--- config.mk ---
export PLATFORM = sky130hd
export DESIGN_NAME = wiscFrontEnd
export DESIGN_NICKNAME = d
export VERILOG_FILES = /design/src/wiscFrontEndPkg.sv /design/src/predictorConfig.sv /design/src/branchPredictor.sv /design/src/fetchUnit.sv /design/src/controlUnit.sv /design/src/wiscFrontEnd.sv
export VERILOG_INCLUDE_DIRS = /design/src
export SDC_FILE = /design/constraint.sdc
export NUM_CORES = 1
export LEC_CHECK = 0
export ABC_AREA = 1
export BUFFER_PORTS_ARGS = -buffer_cell sky130_fd_sc_hd__buf_2
export CAP_MARGIN = 20
export CORE_MARGIN = 8
export CORE_UTILIZATION = 65
export CTS_CLUSTER_SIZE = 30
export DETAILED_ROUTE_END_ITERATION = 10
export GPL_ROUTABILITY_DRIVEN = 0
export MAX_ROUTING_LAYER = met4
export PLACE_DENSITY = 0.84
export RECOVER_POWER = 100
export REMOVE_ABC_BUFFERS = 1
export SYNTH_ARGS = -nofsm -noshare
export SYNTH_HDL_FRONTEND = slang
export SYNTH_SLANG_ARGS = --single-unit
export TNS_END_PERCENT = 100
--- constraint.sdc ---
create_clock -name clk -period 5.2 [get_ports clk]
set_input_delay 1.04 -clock clk [delete_from_list [all_inputs] [get_ports clk]]
set_output_delay 1.04 -clock clk [all_outputs]
set_load 0.05 [all_outputs]
--- src/wiscFrontEnd_params.svh ---
//////////////////////////////////////////////////
// Front-end parameters: predictor table size,
// execute queue credits and the first fetch address
//////////////////////////////////////////////////
`ifndef WISC_FRONT_END_PARAMS_SVH
`define WISC_FRONT_END_PARAMS_SVH

//////////////////////////////////////////////////
// Branch predictor
//////////////////////////////////////////////////
`define BP_INDEX_BITS 4          // BHT and BTB index width, 16 entries each

//////////////////////////////////////////////////
// Fetch
//////////////////////////////////////////////////
`define CREDIT_MAX    4          // Depth of the execute input queue
`define RESET_PC      16'h0000   // First fetch address

`endif

--- src/wiscFrontEndPkg.sv ---
//////////////////////////////////////////////////
// Front-end types: address, instruction, opcodes
// and the bundles passed between the blocks
//////////////////////////////////////////////////
package wiscFrontEndPkg;

    typedef logic [15:0] addrT;   // Byte address, instructions are 2 bytes
    typedef logic [15:0] instrT;  // Opcode in bits 15:12
    typedef logic [1:0]  bhtCntT; // 2-bit saturating counter

    typedef enum logic [3:0] {
        ADD, SUB, XOR, RED, SLL, SRA, ROR, PADDSB,
        LW, SW, LLB, LHB, B, BR, PCS, HLT
    } opcodeT;

    typedef struct packed {
        logic   valid;
        addrT   pc;
        instrT  instr;
        logic   predTaken;   // Prediction made at fetch
        addrT   predTarget;  // BTB entry read at fetch
    } ifIdT;

    typedef struct packed {
        logic   valid;
        addrT   pc;
        opcodeT aluOp;
        logic   aluSrc;      // Immediate operand
        logic   regSrc;      // Read port 1 takes rd
        logic   zEn;
        logic   nvEn;
        logic   memEnable;
        logic   memWrite;
        logic   regWrite;
        logic   memToReg;
        logic   branch;
        logic   pcs;
        logic   hlt;
    } ctrlBundleT;

    typedef struct packed {
        logic actualTaken;
        addrT actualTarget;
    } resolveT;

    typedef struct packed {
        logic valid;
        addrT pc;
    } redirectT;

    typedef struct packed {
        logic wenBht;
        logic wenBtb;
        addrT pc;            // Branch address, selects the entry
        logic taken;
        addrT target;
    } bpUpdateT;

    typedef struct packed {
        logic valid;
        logic addr;          // 0 enable, 1 clear
        logic data;
    } cfgWriteT;

endpackage

--- src/predictorConfig.sv ---
//////////////////////////////////////////////////
// Predictor config registers: enable flag, clear pulse
//////////////////////////////////////////////////
`timescale 1ns/1ps

module predictorConfig
    import wiscFrontEndPkg::*;
(
    input  logic     clk,
    input  logic     arstN,
    input  cfgWriteT cfgWrite,       // Register write from the host side
    output logic     predictEnable,  // Prediction on
    output logic     tableClear      // One-cycle clear of BHT and BTB
);

    logic enableWr;  // Write to address 0
    logic clearWr;   // Clear command on address 1

    assign enableWr = cfgWrite.valid && !cfgWrite.addr;
    assign clearWr  = cfgWrite.valid && cfgWrite.addr && cfgWrite.data;

    //////////////////////////////////////////////////
    // Enable flag, on after reset
    //////////////////////////////////////////////////
    always_ff @(posedge clk or negedge arstN) begin
        if (!arstN) begin
            predictEnable <= 1'b1;
        end else if (enableWr) begin
            predictEnable <= cfgWrite.data;  // Holds until next write
        end
    end

    // Clear pulse, high for exactly the cycle after the command
    always_ff @(posedge clk or negedge arstN) begin
        if (!arstN) begin
            tableClear <= 1'b0;
        end else begin
            tableClear <= clearWr;  // Self-clearing
        end
    end

endmodule

--- src/branchPredictor.sv ---
//////////////////////////////////////////////////
// Branch predictor: 2-bit BHT counters and BTB targets
//////////////////////////////////////////////////
`timescale 1ns/1ps
`include "wiscFrontEnd_params.svh"

module branchPredictor
    import wiscFrontEndPkg::*;
(
    input  logic     clk,
    input  logic     arstN,
    input  addrT     lookupPc,       // Current fetch address
    output logic     predTaken,
    output addrT     predTarget,
    input  bpUpdateT bpUpdate,       // Resolved branch from decode
    input  logic     predictEnable,
    input  logic     tableClear
);

    localparam int     Entries = 1 << `BP_INDEX_BITS;
    localparam bhtCntT CntInit = 2'b01;  // Weakly not taken

    bhtCntT bht [Entries];
    addrT   btb [Entries];

    logic [`BP_INDEX_BITS-1:0] lookupIdx;
    logic [`BP_INDEX_BITS-1:0] updIdx;
    bhtCntT                    curCnt;   // Counter being updated
    bhtCntT                    updCnt;   // Its next value

    // Bit 0 is always zero for 2-byte instructions
    assign lookupIdx = lookupPc[`BP_INDEX_BITS:1];
    assign updIdx    = bpUpdate.pc[`BP_INDEX_BITS:1];

    //////////////////////////////////////////////////
    // Lookup, combinational
    //////////////////////////////////////////////////
    assign predTaken  = predictEnable && bht[lookupIdx][1];  // Upper bit is the guess
    assign predTarget = btb[lookupIdx];

    //////////////////////////////////////////////////
    // Counter step toward the outcome
    //////////////////////////////////////////////////
    always_comb begin
        curCnt = bht[updIdx];
        updCnt = curCnt;
        if (bpUpdate.taken && (curCnt != 2'b11)) begin
            updCnt = curCnt + 2'd1;  // Toward strongly taken
        end else if (!bpUpdate.taken && (curCnt != 2'b00)) begin
            updCnt = curCnt - 2'd1;  // Toward strongly not taken
        end
    end

    //////////////////////////////////////////////////
    // Table write, clear wins over update
    //////////////////////////////////////////////////
    always_ff @(posedge clk or negedge arstN) begin
        if (!arstN) begin
            for (int i = 0; i < Entries; i++) begin
                bht[i] <= CntInit;
                btb[i] <= '0;
            end
        end else if (tableClear) begin
            for (int i = 0; i < Entries; i++) begin
                bht[i] <= CntInit;
                btb[i] <= '0;
            end
        end else begin
            if (bpUpdate.wenBht) begin
                bht[updIdx] <= updCnt;
            end
            if (bpUpdate.wenBtb) begin
                btb[updIdx] <= bpUpdate.target;  // Learned target
            end
        end
    end

    // A target is only relearned for a branch that also trains its counter
    assert property (@(posedge clk) disable iff (!arstN)
        bpUpdate.wenBtb |-> bpUpdate.wenBht)
        else $error("BTB write without BHT write");

endmodule

--- src/fetchUnit.sv ---
//////////////////////////////////////////////////
// Fetch: PC, next-PC choice, credits, halt latch
// and the IF/ID register
//////////////////////////////////////////////////
`timescale 1ns/1ps
`include "wiscFrontEnd_params.svh"

module fetchUnit
    import wiscFrontEndPkg::*;
(
    input  logic     clk,
    input  logic     arstN,
    output addrT     fetchPc,
    output logic     fetchReq,
    input  instrT    instrWord,     // Same-cycle answer from memory
    input  logic     predTaken,
    input  addrT     predTarget,
    input  redirectT redirect,      // Mispredict from decode
    input  logic     haltSeen,      // Valid HLT in decode
    input  logic     creditReturn,  // One slot freed in execute queue
    output ifIdT     ifId
);

    // One spare code so an overflow stays visible
    localparam int CreditBits = $clog2(`CREDIT_MAX + 2);

    addrT                  pcQ;
    addrT                  pcNext;
    logic [CreditBits-1:0] creditCnt;
    logic                  haltQ;
    logic                  loadEn;    // Fetched word goes into IF/ID

    logic  ifIdValid;
    addrT  ifIdPc;
    instrT ifIdInstr;
    logic  ifIdPredTaken;
    addrT  ifIdPredTarget;

    assign fetchPc  = pcQ;
    assign fetchReq = !haltQ && (creditCnt != '0);
    // Wrong-path word and the word behind a HLT are dropped
    assign loadEn   = fetchReq && !redirect.valid && !haltSeen;

    //////////////////////////////////////////////////
    // Next PC: redirect, then prediction, then PC+2
    //////////////////////////////////////////////////
    always_comb begin
        pcNext = pcQ;  // Hold on stall
        if (redirect.valid) begin
            pcNext = redirect.pc;
        end else if (loadEn) begin
            pcNext = predTaken ? predTarget : pcQ + 16'd2;
        end
    end

    always_ff @(posedge clk or negedge arstN) begin
        if (!arstN) begin
            pcQ       <= `RESET_PC;
            creditCnt <= CreditBits'(`CREDIT_MAX);
            haltQ     <= 1'b0;
            ifIdValid <= 1'b0;
        end else begin
            pcQ       <= pcNext;
            ifIdValid <= loadEn;  // Bubble when nothing loads
            if (haltSeen) begin
                haltQ <= 1'b1;  // Sticky until reset
            end
            case ({loadEn, creditReturn})
                2'b10:   creditCnt <= creditCnt - 1'b1;  // Spend
                2'b01:   creditCnt <= creditCnt + 1'b1;  // Return
                default: creditCnt <= creditCnt;
            endcase
        end
    end

    // IF/ID payload
    always_ff @(posedge clk) begin
        if (loadEn) begin
            ifIdPc         <= pcQ;
            ifIdInstr      <= instrWord;
            ifIdPredTaken  <= predTaken;
            ifIdPredTarget <= predTarget;
        end
    end

    always_comb begin
        ifId.valid      = ifIdValid;
        ifId.pc         = ifIdPc;
        ifId.instr      = ifIdInstr;
        ifId.predTaken  = ifIdPredTaken;
        ifId.predTarget = ifIdPredTarget;
    end

    // Execute side never returns more credits than were spent
    assert property (@(posedge clk) disable iff (!arstN)
        creditCnt <= CreditBits'(`CREDIT_MAX))
        else $error("Credit count above CREDIT_MAX");

    assert property (@(posedge clk) disable iff (!arstN)
        loadEn |=> ifId.valid && ($past(creditCnt) != '0))
        else $error("IF/ID loaded with no credit");

endmodule

--- src/controlUnit.sv ---
//////////////////////////////////////////////////
// Control unit: opcode decode, branch check,
// redirect and predictor update requests
//////////////////////////////////////////////////
`timescale 1ns/1ps

module controlUnit
    import wiscFrontEndPkg::*;
(
    input  ifIdT       ifId,
    input  resolveT    resolve,   // Branch outcome from the ALU
    output ctrlBundleT ctrlOut,
    output redirectT   redirect,
    output bpUpdateT   bpUpdate,
    output logic       haltSeen
);

    opcodeT opcode;
    logic   isBranch;    // Valid B or BR
    logic   dirMiss;     // Direction guessed wrong
    logic   targetMiss;  // BTB target stale

    assign opcode = opcodeT'(ifId.instr[15:12]);

    //////////////////////////////////////////////////
    // Decode table
    //////////////////////////////////////////////////
    always_comb begin
        ctrlOut           = '0;
        ctrlOut.valid     = ifId.valid;
        ctrlOut.pc        = ifId.pc;
        ctrlOut.aluOp     = opcode;  // ALU sees raw opcode
        ctrlOut.regWrite  = 1'b1;    // Most ops write back
        case (opcode)
            ADD, SUB: begin
                ctrlOut.zEn  = 1'b1;
                ctrlOut.nvEn = 1'b1;
            end
            XOR: begin
                ctrlOut.zEn = 1'b1;
            end
            RED, PADDSB: begin
                // Plain register op, no flags
            end
            SLL, SRA, ROR: begin
                ctrlOut.aluSrc = 1'b1;  // Shift amount from imm
                ctrlOut.zEn    = 1'b1;
            end
            LW: begin
                ctrlOut.aluSrc    = 1'b1;  // Base plus offset
                ctrlOut.memEnable = 1'b1;
                ctrlOut.memToReg  = 1'b1;
            end
            SW: begin
                ctrlOut.aluSrc    = 1'b1;
                ctrlOut.memEnable = 1'b1;
                ctrlOut.memWrite  = 1'b1;
                ctrlOut.memToReg  = 1'b1;  // Unused, no writeback
                ctrlOut.regWrite  = 1'b0;
            end
            LLB, LHB: begin
                ctrlOut.aluSrc = 1'b1;
                ctrlOut.regSrc = 1'b1;  // rd also read
            end
            B, BR: begin
                ctrlOut.branch   = 1'b1;
                ctrlOut.regWrite = 1'b0;
            end
            PCS: begin
                ctrlOut.pcs = 1'b1;  // Writes PC+2
            end
            HLT: begin
                ctrlOut.hlt      = 1'b1;
                ctrlOut.regWrite = 1'b0;
            end
        endcase
    end

    //////////////////////////////////////////////////
    // Branch resolution
    //////////////////////////////////////////////////
    assign isBranch   = ifId.valid && ctrlOut.branch;
    assign dirMiss    = ifId.predTaken != resolve.actualTaken;
    assign targetMiss = ifId.predTarget != resolve.actualTarget;

    always_comb begin
        redirect.valid = isBranch && (dirMiss || targetMiss);
        redirect.pc    = resolve.actualTaken ? resolve.actualTarget
                                             : ifId.pc + 16'd2;  // Fall through
    end

    always_comb begin
        bpUpdate.wenBht = isBranch;                // Train on every branch
        bpUpdate.wenBtb = isBranch && targetMiss;  // Fix stale target
        bpUpdate.pc     = ifId.pc;
        bpUpdate.taken  = resolve.actualTaken;
        bpUpdate.target = resolve.actualTarget;
    end

    assign haltSeen = ifId.valid && ctrlOut.hlt;

endmodule

--- src/wiscFrontEnd.sv ---
//////////////////////////////////////////////////
// Front-end top: config, predictor, fetch, decode
//////////////////////////////////////////////////
`timescale 1ns/1ps

module wiscFrontEnd
    import wiscFrontEndPkg::*;
(
    input  logic       clk,
    input  logic       arstN,
    output addrT       fetchPc,       // Instruction memory address
    output logic       fetchReq,
    input  instrT      instrWord,
    input  resolveT    resolve,       // From the ALU
    input  logic       creditReturn,  // From the execute queue
    input  cfgWriteT   cfgWrite,
    output ctrlBundleT ctrlOut        // To execute
);

    logic     predictEnable;
    logic     tableClear;
    logic     predTaken;
    addrT     predTarget;
    redirectT redirect;
    bpUpdateT bpUpdate;
    logic     haltSeen;
    ifIdT     ifId;

    predictorConfig uCfg (
        .clk           (clk),
        .arstN         (arstN),
        .cfgWrite      (cfgWrite),
        .predictEnable (predictEnable),
        .tableClear    (tableClear)
    );

    branchPredictor uBp (
        .clk           (clk),
        .arstN         (arstN),
        .lookupPc      (fetchPc),
        .predTaken     (predTaken),
        .predTarget    (predTarget),
        .bpUpdate      (bpUpdate),
        .predictEnable (predictEnable),
        .tableClear    (tableClear)
    );

    fetchUnit uFetch (
        .clk          (clk),
        .arstN        (arstN),
        .fetchPc      (fetchPc),
        .fetchReq     (fetchReq),
        .instrWord    (instrWord),
        .predTaken    (predTaken),
        .predTarget   (predTarget),
        .redirect     (redirect),
        .haltSeen     (haltSeen),
        .creditReturn (creditReturn),
        .ifId         (ifId)
    );

    controlUnit uCtrl (
        .ifId     (ifId),
        .resolve  (resolve),
        .ctrlOut  (ctrlOut),
        .redirect (redirect),
        .bpUpdate (bpUpdate),
        .haltSeen (haltSeen)
    );

endmodule

Word level (Yosys, flattened, before mapping)
Cells that the tools add are included.
{ "word_totals": {"input_bits": 39, "out_inout_bits": 49, "latch_bits": 0, "register_bits": 360, "romBits": 0, "ramBits": 0, "n_memories": 0, "elab_cells": 141} }
{ "classes": {"bitwise": 2, "n_lt_le_gt_ge": 3, "div_mod_pow": 0, "n_reduce_logical": 34, "mux": 36, "n_mul": 0, "n_eq_ne": 18, "n_shift": 0, "addsub": 6} }
{ "op_table": {"columns": ["operator", "count"], "rows": [
  ["$mux 256", 2],
  ["$bwmux 256", 1],
  ["$mux 16", 7],
  ["$bmux 16 s4", 1],
  ["$demux 16 s4", 1],
  ["$mux 32", 2],
  ["$add 16x2->16 const B", 2],
  ["$bwmux 32", 1],
  ["$eq 4x4->1 const B", 8],
  ["$bmux 2 s4", 2],
  ["$ne 16x16->1", 1],
  ["$logic_and 1x1->1", 14],
  ["$mux 2", 7],
  ["$eq 4x3->1 const B", 3],
  ["$ge 5x5->1 const B", 2],
  ["$mux 1", 10],
  ["$not 4->5", 2],
  ["$reduce_bool 2->1", 5],
  ["$demux 2 s4", 1],
  ["$reduce_or 2->1", 4],
  ["$reduce_or 7->1", 1],
  ["$pmux 3 s2", 1],
  ["$reduce_or 6->1", 1],
  ["$logic_not 1->1", 5],
  ["15 further kinds", 15]
]} }

Longest topological paths before layout
Gate-level depths: netlist of run 1.
{ "logic_depth": {"word_depth": 11, "ltp_mapped": 19, "ltp_nobuf": 18} }

Cells and area by module
From an unflattened synthesis of run 1, not the netlist that was laid out.
{ "hier_totals": {"hier_cells": 2186, "hier_area_um2": 18078.6} }
{ "modules_own_cells": {"columns": ["mod", "n_inst", "cells_each", "area_per_inst_um2", "seq_area_each_um2"], "rows": [
  ["branchPredictor", 1, 1648, 13646.8, 7226.9],
  ["fetchUnit", 1, 266, 3000.4, 1998.2],
  ["controlUnit", 1, 263, 1352.5, 0.0],
  ["predictorConfig", 1, 9, 78.8, 51.3]
]} }

Worst setup path before layout of run 1
OpenSTA, ideal clock, no wires.
{ "synth_timing": {"kind": "register to output", "startpoint": "register uFetch.ifIdInstr[14]", "endpoint": "output ctrlOut[4] in the netlist's numbering", "required_time_ns": 4.160, "path_stages_with_launch": 5, "path_buffers": 0, "t_arrival_ns": 2.534, "setup_slack_ns": 1.626, "path_cell_list": "edfxtp_1 inv_1 nand2_1 nor3_1 o21ai_0"} }
{ "synth_lines": {"columns": ["element", "line", "text"], "rows": [
  ["from (decl)", "fetchUnit.sv:35", "instrT ifIdInstr;"],
  ["from (signal assigned)", "fetchUnit.sv:80", "ifIdInstr <= instrWord;"],
  ["to (decl)", "wiscFrontEnd.sv:17", "output ctrlBundleT ctrlOut"]
]} }

Final worst setup path of run 1
{ "layout_timing": {"startpoint": "register uFetch.pcQ[2], in the netlist uFetch.fetchPc[2]", "endpoint": "output fetchPc[2]"} }
{ "layout_lines": {"columns": ["element", "line", "text"], "rows": [
  ["from (decl)", "fetchUnit.sv:27", "addrT pcQ;"],
  ["from (signal assigned)", "fetchUnit.sv:58", "pcQ <= `RESET_PC;"],
  ["from (signal assigned)", "fetchUnit.sv:63", "pcQ <= pcNext;"],
  ["to (decl)", "wiscFrontEnd.sv:11", "output addrT fetchPc,"]
]} }
No word-level cell between the ends.

==> flow_summary.ini, run 1 <==
[clock_tree]
hold_buffers = 0
cts_tree = yes
cts_setup_buffers = 0
clk_latency_ns = 0.53
numCtsBuffers = 36
cts.path.max_buffers = 3
cts_root_buf = clkbuf_16
clock_sinks = 348
cts_resized = 0
htreeDepth = 2
path_clk_slew_ns = 0.06

[sta]
finClkSkew_ns = 0.0201
setup_viol_count_final = 0
holdWs_ns = 0.458
fmax_ghz = 0.231
hold_viol_final = 0
worst_pin_slew_ns = 3.04
post-route-min-period_ns = 4.34
final_max_slew_viol_count = 294
rsz0062_at_grt = no
fin_crit_sh_pct = 83.4
maxSlewHeadroom_pct = -103

[setup_path]
crit_cells = 2
crit_buf_inv = 2
r2r-end = uFetch.fetchPc[4]$_DFFE_PN0P_
end_kind = output pin
crit_slowest_cell = clkbuf_2
reg2reg_slack_ns = 1.09
path_class = flip-flop to output pin
reg2reg_depth = 10
crit_arrival_ns = 3.30
worstSetupStartpointType = flip-flop
critical_path_peak_fanout = 70
path_cells = clkbuf_2, buf_2
crit_path_max_incr_delay_ns = 1.35
worstPathRequired_ns = 4.16
crit_family = buffers and inverters
r2r-start = uFetch.fetchPc[1]$_DFFE_PN0P_

[outcome]
violations = max-capacitance violations, max-slew violations
status = complete, but fails checks

[power_and_ir_drop]
switching_share_pct = 43.9
power_density_mw_per_mm2 = 601
pwr-share-seq_pct = 35.9
power.leakage_nw = 8.72
internal-power_w = 0.00633
irDropWorstVdd_mv = 0.358
clkPwrFrac_pct = 23.7
power_switching_w = 0.00495
p_comb_share_pct = 40.4

[synthesis]
synth_commonest_cells = nand2_1 (495), dfrtp_1 (293), o21ai_0 (268)
synthTopCellsByArea = dfrtp_1 (42%), nand2_1 (11%), o21ai_0 (7.6%), edfxtp_1 (6.3%), inv_1 (4.9%)
yosys_warnings = 0
yosysTopAreaCell = dfrtp_1
synth_edf_count = 37
ys_async_sr_fraction_pct = 89.4
synthCells = 2162
synth_area_mm2 = 0.0176
yosysMostFrequentCell = nand2_1
ys_ff_latch = 348
avgSynthCellArea_um2 = 8.12
synth_cell_types = 45
synth_top_area_share_pct = 41.8
synth_top_flop_cell = dfrtp_1
yosysSeqAreaShare_pct = 50.8

[global_route]
first_global_vias = 15600
gr-total-overflow = 0
grt_pass1_wl_mm = 83.2
grt_max_degree = 115
antenna_found_initial = 1
track_usage_pct = 32.5

[drt]
drt_first_pass_iters = 6
wl_per_cell_um = 20.7
via_per_inst = 6.36
ant_nets = 0
drt_iter0_drc = 2263
num_vias = 16000
remaining_drc_errors = 0
routed_wl_mm = 52.0

[final_layout]
fin_nets = 2192
final_util_pct = 70.2
drive_gt1_share_pct = 6.50
final_area_mm2 = 0.0188
fillerInstances = 2056
final-instance-count-excl-fill = 2513
area_delta_synth_final_pct = 6.82

[placed_design]
dp_hpwl_mm = 33.1
io_buffers = 75
dp.cells = 2446
placed_cell_area_mm2 = 0.0177

[die]
io_pins = 88
die_w_um = 180
start_util_pct = 65.7
rows = 60
fp.dieH_um = 180
design.core.area_mm2 = 0.0267
dieArea_mm2 = 0.0325

[hold_path]
min_path_type = flip-flop to flip-flop
worstHoldStart = uFetch.haltQ$_DFFE_PN0P_
hold_depth = 2
hold_end = uFetch.haltQ$_DFFE_PN0P_

[flow_run]
drv_cap = 5
-- worst min-delay path, stage by stage (launching register included) --
cell,delay [ns]
dfrtp_1,0.32
inv_1,0.05
nand2_1,0.06
-- per-layer routing --
metal	up-vias	GRT usage, %	wire length (µm)
met5	-	-	0
met4	0	15.6	2310
met3	202	6.90	6170
met2	1119	49.0	23400
met1	7623	41.7	20100
li1	7047	-	-
-- state kept, by name, indices dropped and copies added (netlist names) --
signal                 cells
uFetch.ifIdInstr           4
uFetch.creditCnt           3
uFetch.fetchPc            16
uBp.bht                   32
uFetch.haltQ               1
uFetch.ifIdPredTarget     16
uCfg.predictEnable         1
uFetch.ifIdValid           1
uFetch.ifIdPredTaken       1
uCfg.tableClear            1
uFetch.ifIdPc             16
uBp.btb                  256
-- logic make-up after synthesis --
logic type,synth area share [%]
multiplexers,0.0641
XOR/XNOR,1.70
AND/OR/NAND/NOR,19.8
AO/OA/AOI/OAI,17.0
adder cells (fa/ha/maj),0.684
buffers and inverters,9.96
flip-flops,50.8
-- per-stage QoR --
stage                     power [W]  TNS [ns]  setup WS (ns)
final                        0.0113         0          0.865
after global placement      0.00836         0           1.55
after CTS                    0.0112         0           1.82
after global routing         0.0118         0          0.775
after floorplan             0.00705     -7.04         -0.484
after detailed placement    0.00849         0           1.48
-- layout by cell type (no fill, tap or decap), types with 2 or more instances in the layout --
cell type	n
ha_1	8
clkbuf_16	37
clkbuf_2	2
clkbuf_1	59
nand3b_1	3
nor2_1	174
nand2_1	505
nor2_2	2
o211ai_1	44
nand4_1	4
buf_2	26
diode_2	2
inv_1	232
a21oi_1	70
nor3_1	10
clkinv_1	3
clkbuf_8	10
nand2_2	4
clkinv_2	8
buf_4	11
o21ai_2	5
edfxtp_1	37
o21ai_0	281
o22ai_1	125
o21ai_1	8
xor2_1	28
xnor2_1	6
inv_2	5
dfstp_2	18
bufinv_16	3
dfrtp_1	292
nand3_1	135
-- layout make-up --
cell class	instances	area [µm²]	share of cell area [%]
diodes	2	5.00	0.0267
clock buffers	54	1090	5.81
clock inverters	10	124	0.660
inverters	242	912	4.86
multi-input cells	1423	6820	36.3
flip-flops and latches	348	8920	47.6
well taps	341	427	2.27
repair buffers	93	465	2.48
-- worst max-delay path by stage --
stage / from / to / slack [ns]
floorplan: uFetch.fetchPc[1]$_DFFE_PN0P_ / uFetch.fetchPc[1]$_DFFE_PN0P_ / -0.48
global placement: resolve[2] / uFetch.creditCnt[1]$_DFFE_PN0P_ / 1.55
detailed placement: resolve[2] / uFetch.creditCnt[1]$_DFFE_PN0P_ / 1.48
CTS: uFetch.fetchPc[2]$_DFFE_PN0P_ / fetchPc[2] / 1.82
global route: resolve[2] / uBp.btb[103]$_DFFE_PN0P_ / 0.77
finish: uFetch.fetchPc[2]$_DFFE_PN0P_ / fetchPc[2] / 0.86
-- power by group through the flow --
stage	clock network [W]	registers (W)	logic, W
final	0.00267	0.00405	0.00456
after CTS	0.00267	0.00402	0.00449
after global placement	0	0.00403	0.00433
after floorplan	0	0.00444	0.00260
after detailed placement	0	0.00406	0.00444
after global routing	0.00277	0.00411	0.00497
(Power assumes the default switching activity.)
==> run 2, diff against run 1 <==
--- a/config.mk
+++ b/config.mk
@@ -10,12 +10,12 @@
 export BUFFER_PORTS_ARGS = -buffer_cell sky130_fd_sc_hd__buf_2
 export CAP_MARGIN = 20
 export CORE_MARGIN = 8
-export CORE_UTILIZATION = 65
+export CORE_UTILIZATION = 62
 export CTS_CLUSTER_SIZE = 30
 export DETAILED_ROUTE_END_ITERATION = 10
 export GPL_ROUTABILITY_DRIVEN = 0
 export MAX_ROUTING_LAYER = met4
-export PLACE_DENSITY = 0.84
+export PLACE_DENSITY = 0.8
 export RECOVER_POWER = 100
 export REMOVE_ABC_BUFFERS = 1
 export SYNTH_ARGS = -nofsm -noshare
==> constraint.sdc (replaced) <==
create_clock -name clk -period 4.3 [get_ports clk]
set_input_delay 0.86 -clock clk [delete_from_list [all_inputs] [get_ports clk]]
set_output_delay 0.86 -clock clk [all_outputs]
set_load 0.05 [all_outputs]
==> run 2 against run 1 <==
Against the previous run:
- count of clock-buffer cells in the layout up 6
- total power up 20%
- via count down 0.11%
- the flow still finishes with violations (max-capacitance violations, max-slew violations)
- routed wire length up 3.0%
- sequential cell count unchanged
- cell area up 0.39%
- critical endpoint is now uFetch.fetchPc[10]$_DFFE_PN0P_
- first-iteration DRC count down 5.5%
==> flow_summary.ini, run 2 (same netlist as run 1, synthesis figures left out) <==
[drt]
wl_met2_mm = 24.5
ant_nets = 0
top_layer_used = met4
drt_iter0_drc = 2138
remaining_drc_errors = 0
num_vias = 16000
wl_met1_mm = 19.9
via_per_inst = 6.25
wl_met3_mm = 6.19
routed_wl_mm = 53.6
drt_first_pass_iters = 7
wl_per_cell_um = 21.0

[power_and_ir_drop]
irDropWorstVdd_mv = 0.394
power.leakage_nw = 8.73
power_density_mw_per_mm2 = 720
power.total_w = 0.0136

[setup_path]
reg2reg_depth = 10
critical_path_peak_fanout = 28
cpMostUsedCell = nand2_1
cp-endpoint = uFetch.fetchPc[10]$_DFFE_PN0P_
reg2reg_slack_ns = 0.54
crit_slowest_cell = clkbuf_1
path_cells = clkbuf_1, nand3_1, nand3_1, nand2_1, nand2_1, inv_1, nand2_1, nand2_1, nand2_1, nand3_1
end_kind = flip-flop
worstSetupStartpointType = flip-flop
worstPathRequired_ns = 4.71
r2r-end = uFetch.fetchPc[10]$_DFFE_PN0P_
crit_arrival_ns = 4.17
path_class = flip-flop to flip-flop
crit_path_max_incr_delay_ns = 1.39
critPathLaunch = uFetch.fetchPc[3]$_DFFE_PN0P_
r2r-start = uFetch.fetchPc[3]$_DFFE_PN0P_

[outcome]
violations = max-capacitance violations, max-slew violations
status = complete, but fails checks

[final_layout]
largest_reg_flops = 256
area_delta_synth_final_pct = 7.24
final_cell_mix = nand2_1 (498), dfrtp_1 (292), o21ai_0 (284), inv_1 (231), nor2_1 (173)
reg.largest.list = uBp.btb x256, uBp.bht x32
final-instance-count-excl-fill = 2556
largest-register = uBp.btb
fin_nets = 2197
fillerInstances = 2254
drive_gt1_share_pct = 6.94
layout_commonest_cell = nand2_1

[placed_design]
io_buffers = 75
pre_cts_ws_ns = 0.802
dp.cells = 2488
dp_hpwl_mm = 33.9

[clock_tree]
cts.path.max_buffers = 3
cts_root_buf = clkbuf_16
htreeDepth = 2
path_clk_slew_ns = 0.06
cts_setup_buffers = 0
hold_buffers = 0
numCtsBuffers = 37
cts_tree = yes
cts_resized = 0
clock_sinks = 348
clk_latency_ns = 0.54

[global_route]
grt_max_degree = 109
antenna_found_initial = 1
grt_pass1_wl_mm = 84.9
first_global_vias = 15700
gr-total-overflow = 0
track_usage_pct = 32.7

[sta]
rsz0062_at_grt = no
setup_viol_count_final = 0
fin_crit_sh_pct = 87.5
hold_viol_final = 0
fmax_ghz = 0.266
maxSlewHeadroom_pct = -75.9
final_max_slew_viol_count = 125
tns_ns = 0
setup_ws_ns = 0.536
finClkSkew_ns = 0.0252
worst_pin_slew_ns = 2.64
post-route-min-period_ns = 3.76

[die]
fp.dieH_um = 184
design.core.area_mm2 = 0.0279
start_util_pct = 63.0
die_w_um = 184
dieArea_mm2 = 0.0340
rows = 61
io_pins = 88

[hold_path]
min_path_type = flip-flop to flip-flop

[flow_run]
drv_cap = 2
run 2: cell count changes in the layout (fill, tap and decap cells not counted), sizes merged:
cell	delta
clkinvlp	+2
buf	+1
bufinv	-3
clkinv	-2
clkbuf	+9
diode	-1
run 2: worst min path at each step:
stage / from / endpoint / slack [ns] / depth (start not counted)
after floorplan: uFetch.haltQ$_DFFE_PN0P_ / uFetch.haltQ$_DFFE_PN0P_ / 0.42 / 2
after detailed placement: uFetch.haltQ$_DFFE_PN0P_ / uFetch.haltQ$_DFFE_PN0P_ / 0.45 / 2
after CTS: arstN / uBp.btb[99]$_DFFE_PN0P_ / 0.38 / 1
after global placement: uFetch.haltQ$_DFFE_PN0P_ / uFetch.haltQ$_DFFE_PN0P_ / 0.44 / 2
final: uFetch.haltQ$_DFFE_PN0P_ / uFetch.haltQ$_DFFE_PN0P_ / 0.46 / 2
after global routing: uBp.bht[12]$_DFFE_PN1P_ / uBp.bht[12]$_DFFE_PN1P_ / 0.49 / 2
run 2: power breakdown:
part,internal (W),total (W),switching [W]
logic,0.00148,0.00554,0.00406
registers,0.00425,0.00490,0.000650
clock network,0.00181,0.00312,0.00131
total,0.00754,0.0136,0.00602
run 2: per-stage QoR:
step	hold slack, ns	instance area (µm²)	util [%]
global route	0.493	18800	67.6
finish	0.463	18800	67.6
floorplan	0.423	16700	-
global placement	0.437	17800	63.9
CTS	0.385	19000	68.1
detailed placement	0.449	17800	63.9
run 2: critical path: cells and delay by family (launching register included):
kind	cells	cell delay [ns]
simple gates	8	1.59
buf+inv	2	1.71
flops	1	0.35
run 2: layout make-up:
class	count	area, µm²	area share [%]
Antenna cell	1	2.50	0.0133
Clock buffer	60	1130	6.02
Clock inverter	7	51.3	0.272
Inverter	242	912	4.84
Multi-Input combinational cell	1423	6850	36.3
Sequential cell	348	8920	47.4
Tap cell	378	473	2.51
Timing Repair Buffer	97	494	2.62
run 2: metal layers:
| metal | vias to the layer above | track usage [%] |
|---|---|---|
| li1 | 7077 | - |
| met1 | 7623 | 41.3 |
| met2 | 1037 | 49.2 |
| met3 | 237 | 7.25 |
| met4 | 0 | 16.6 |
| met5 | - | - |
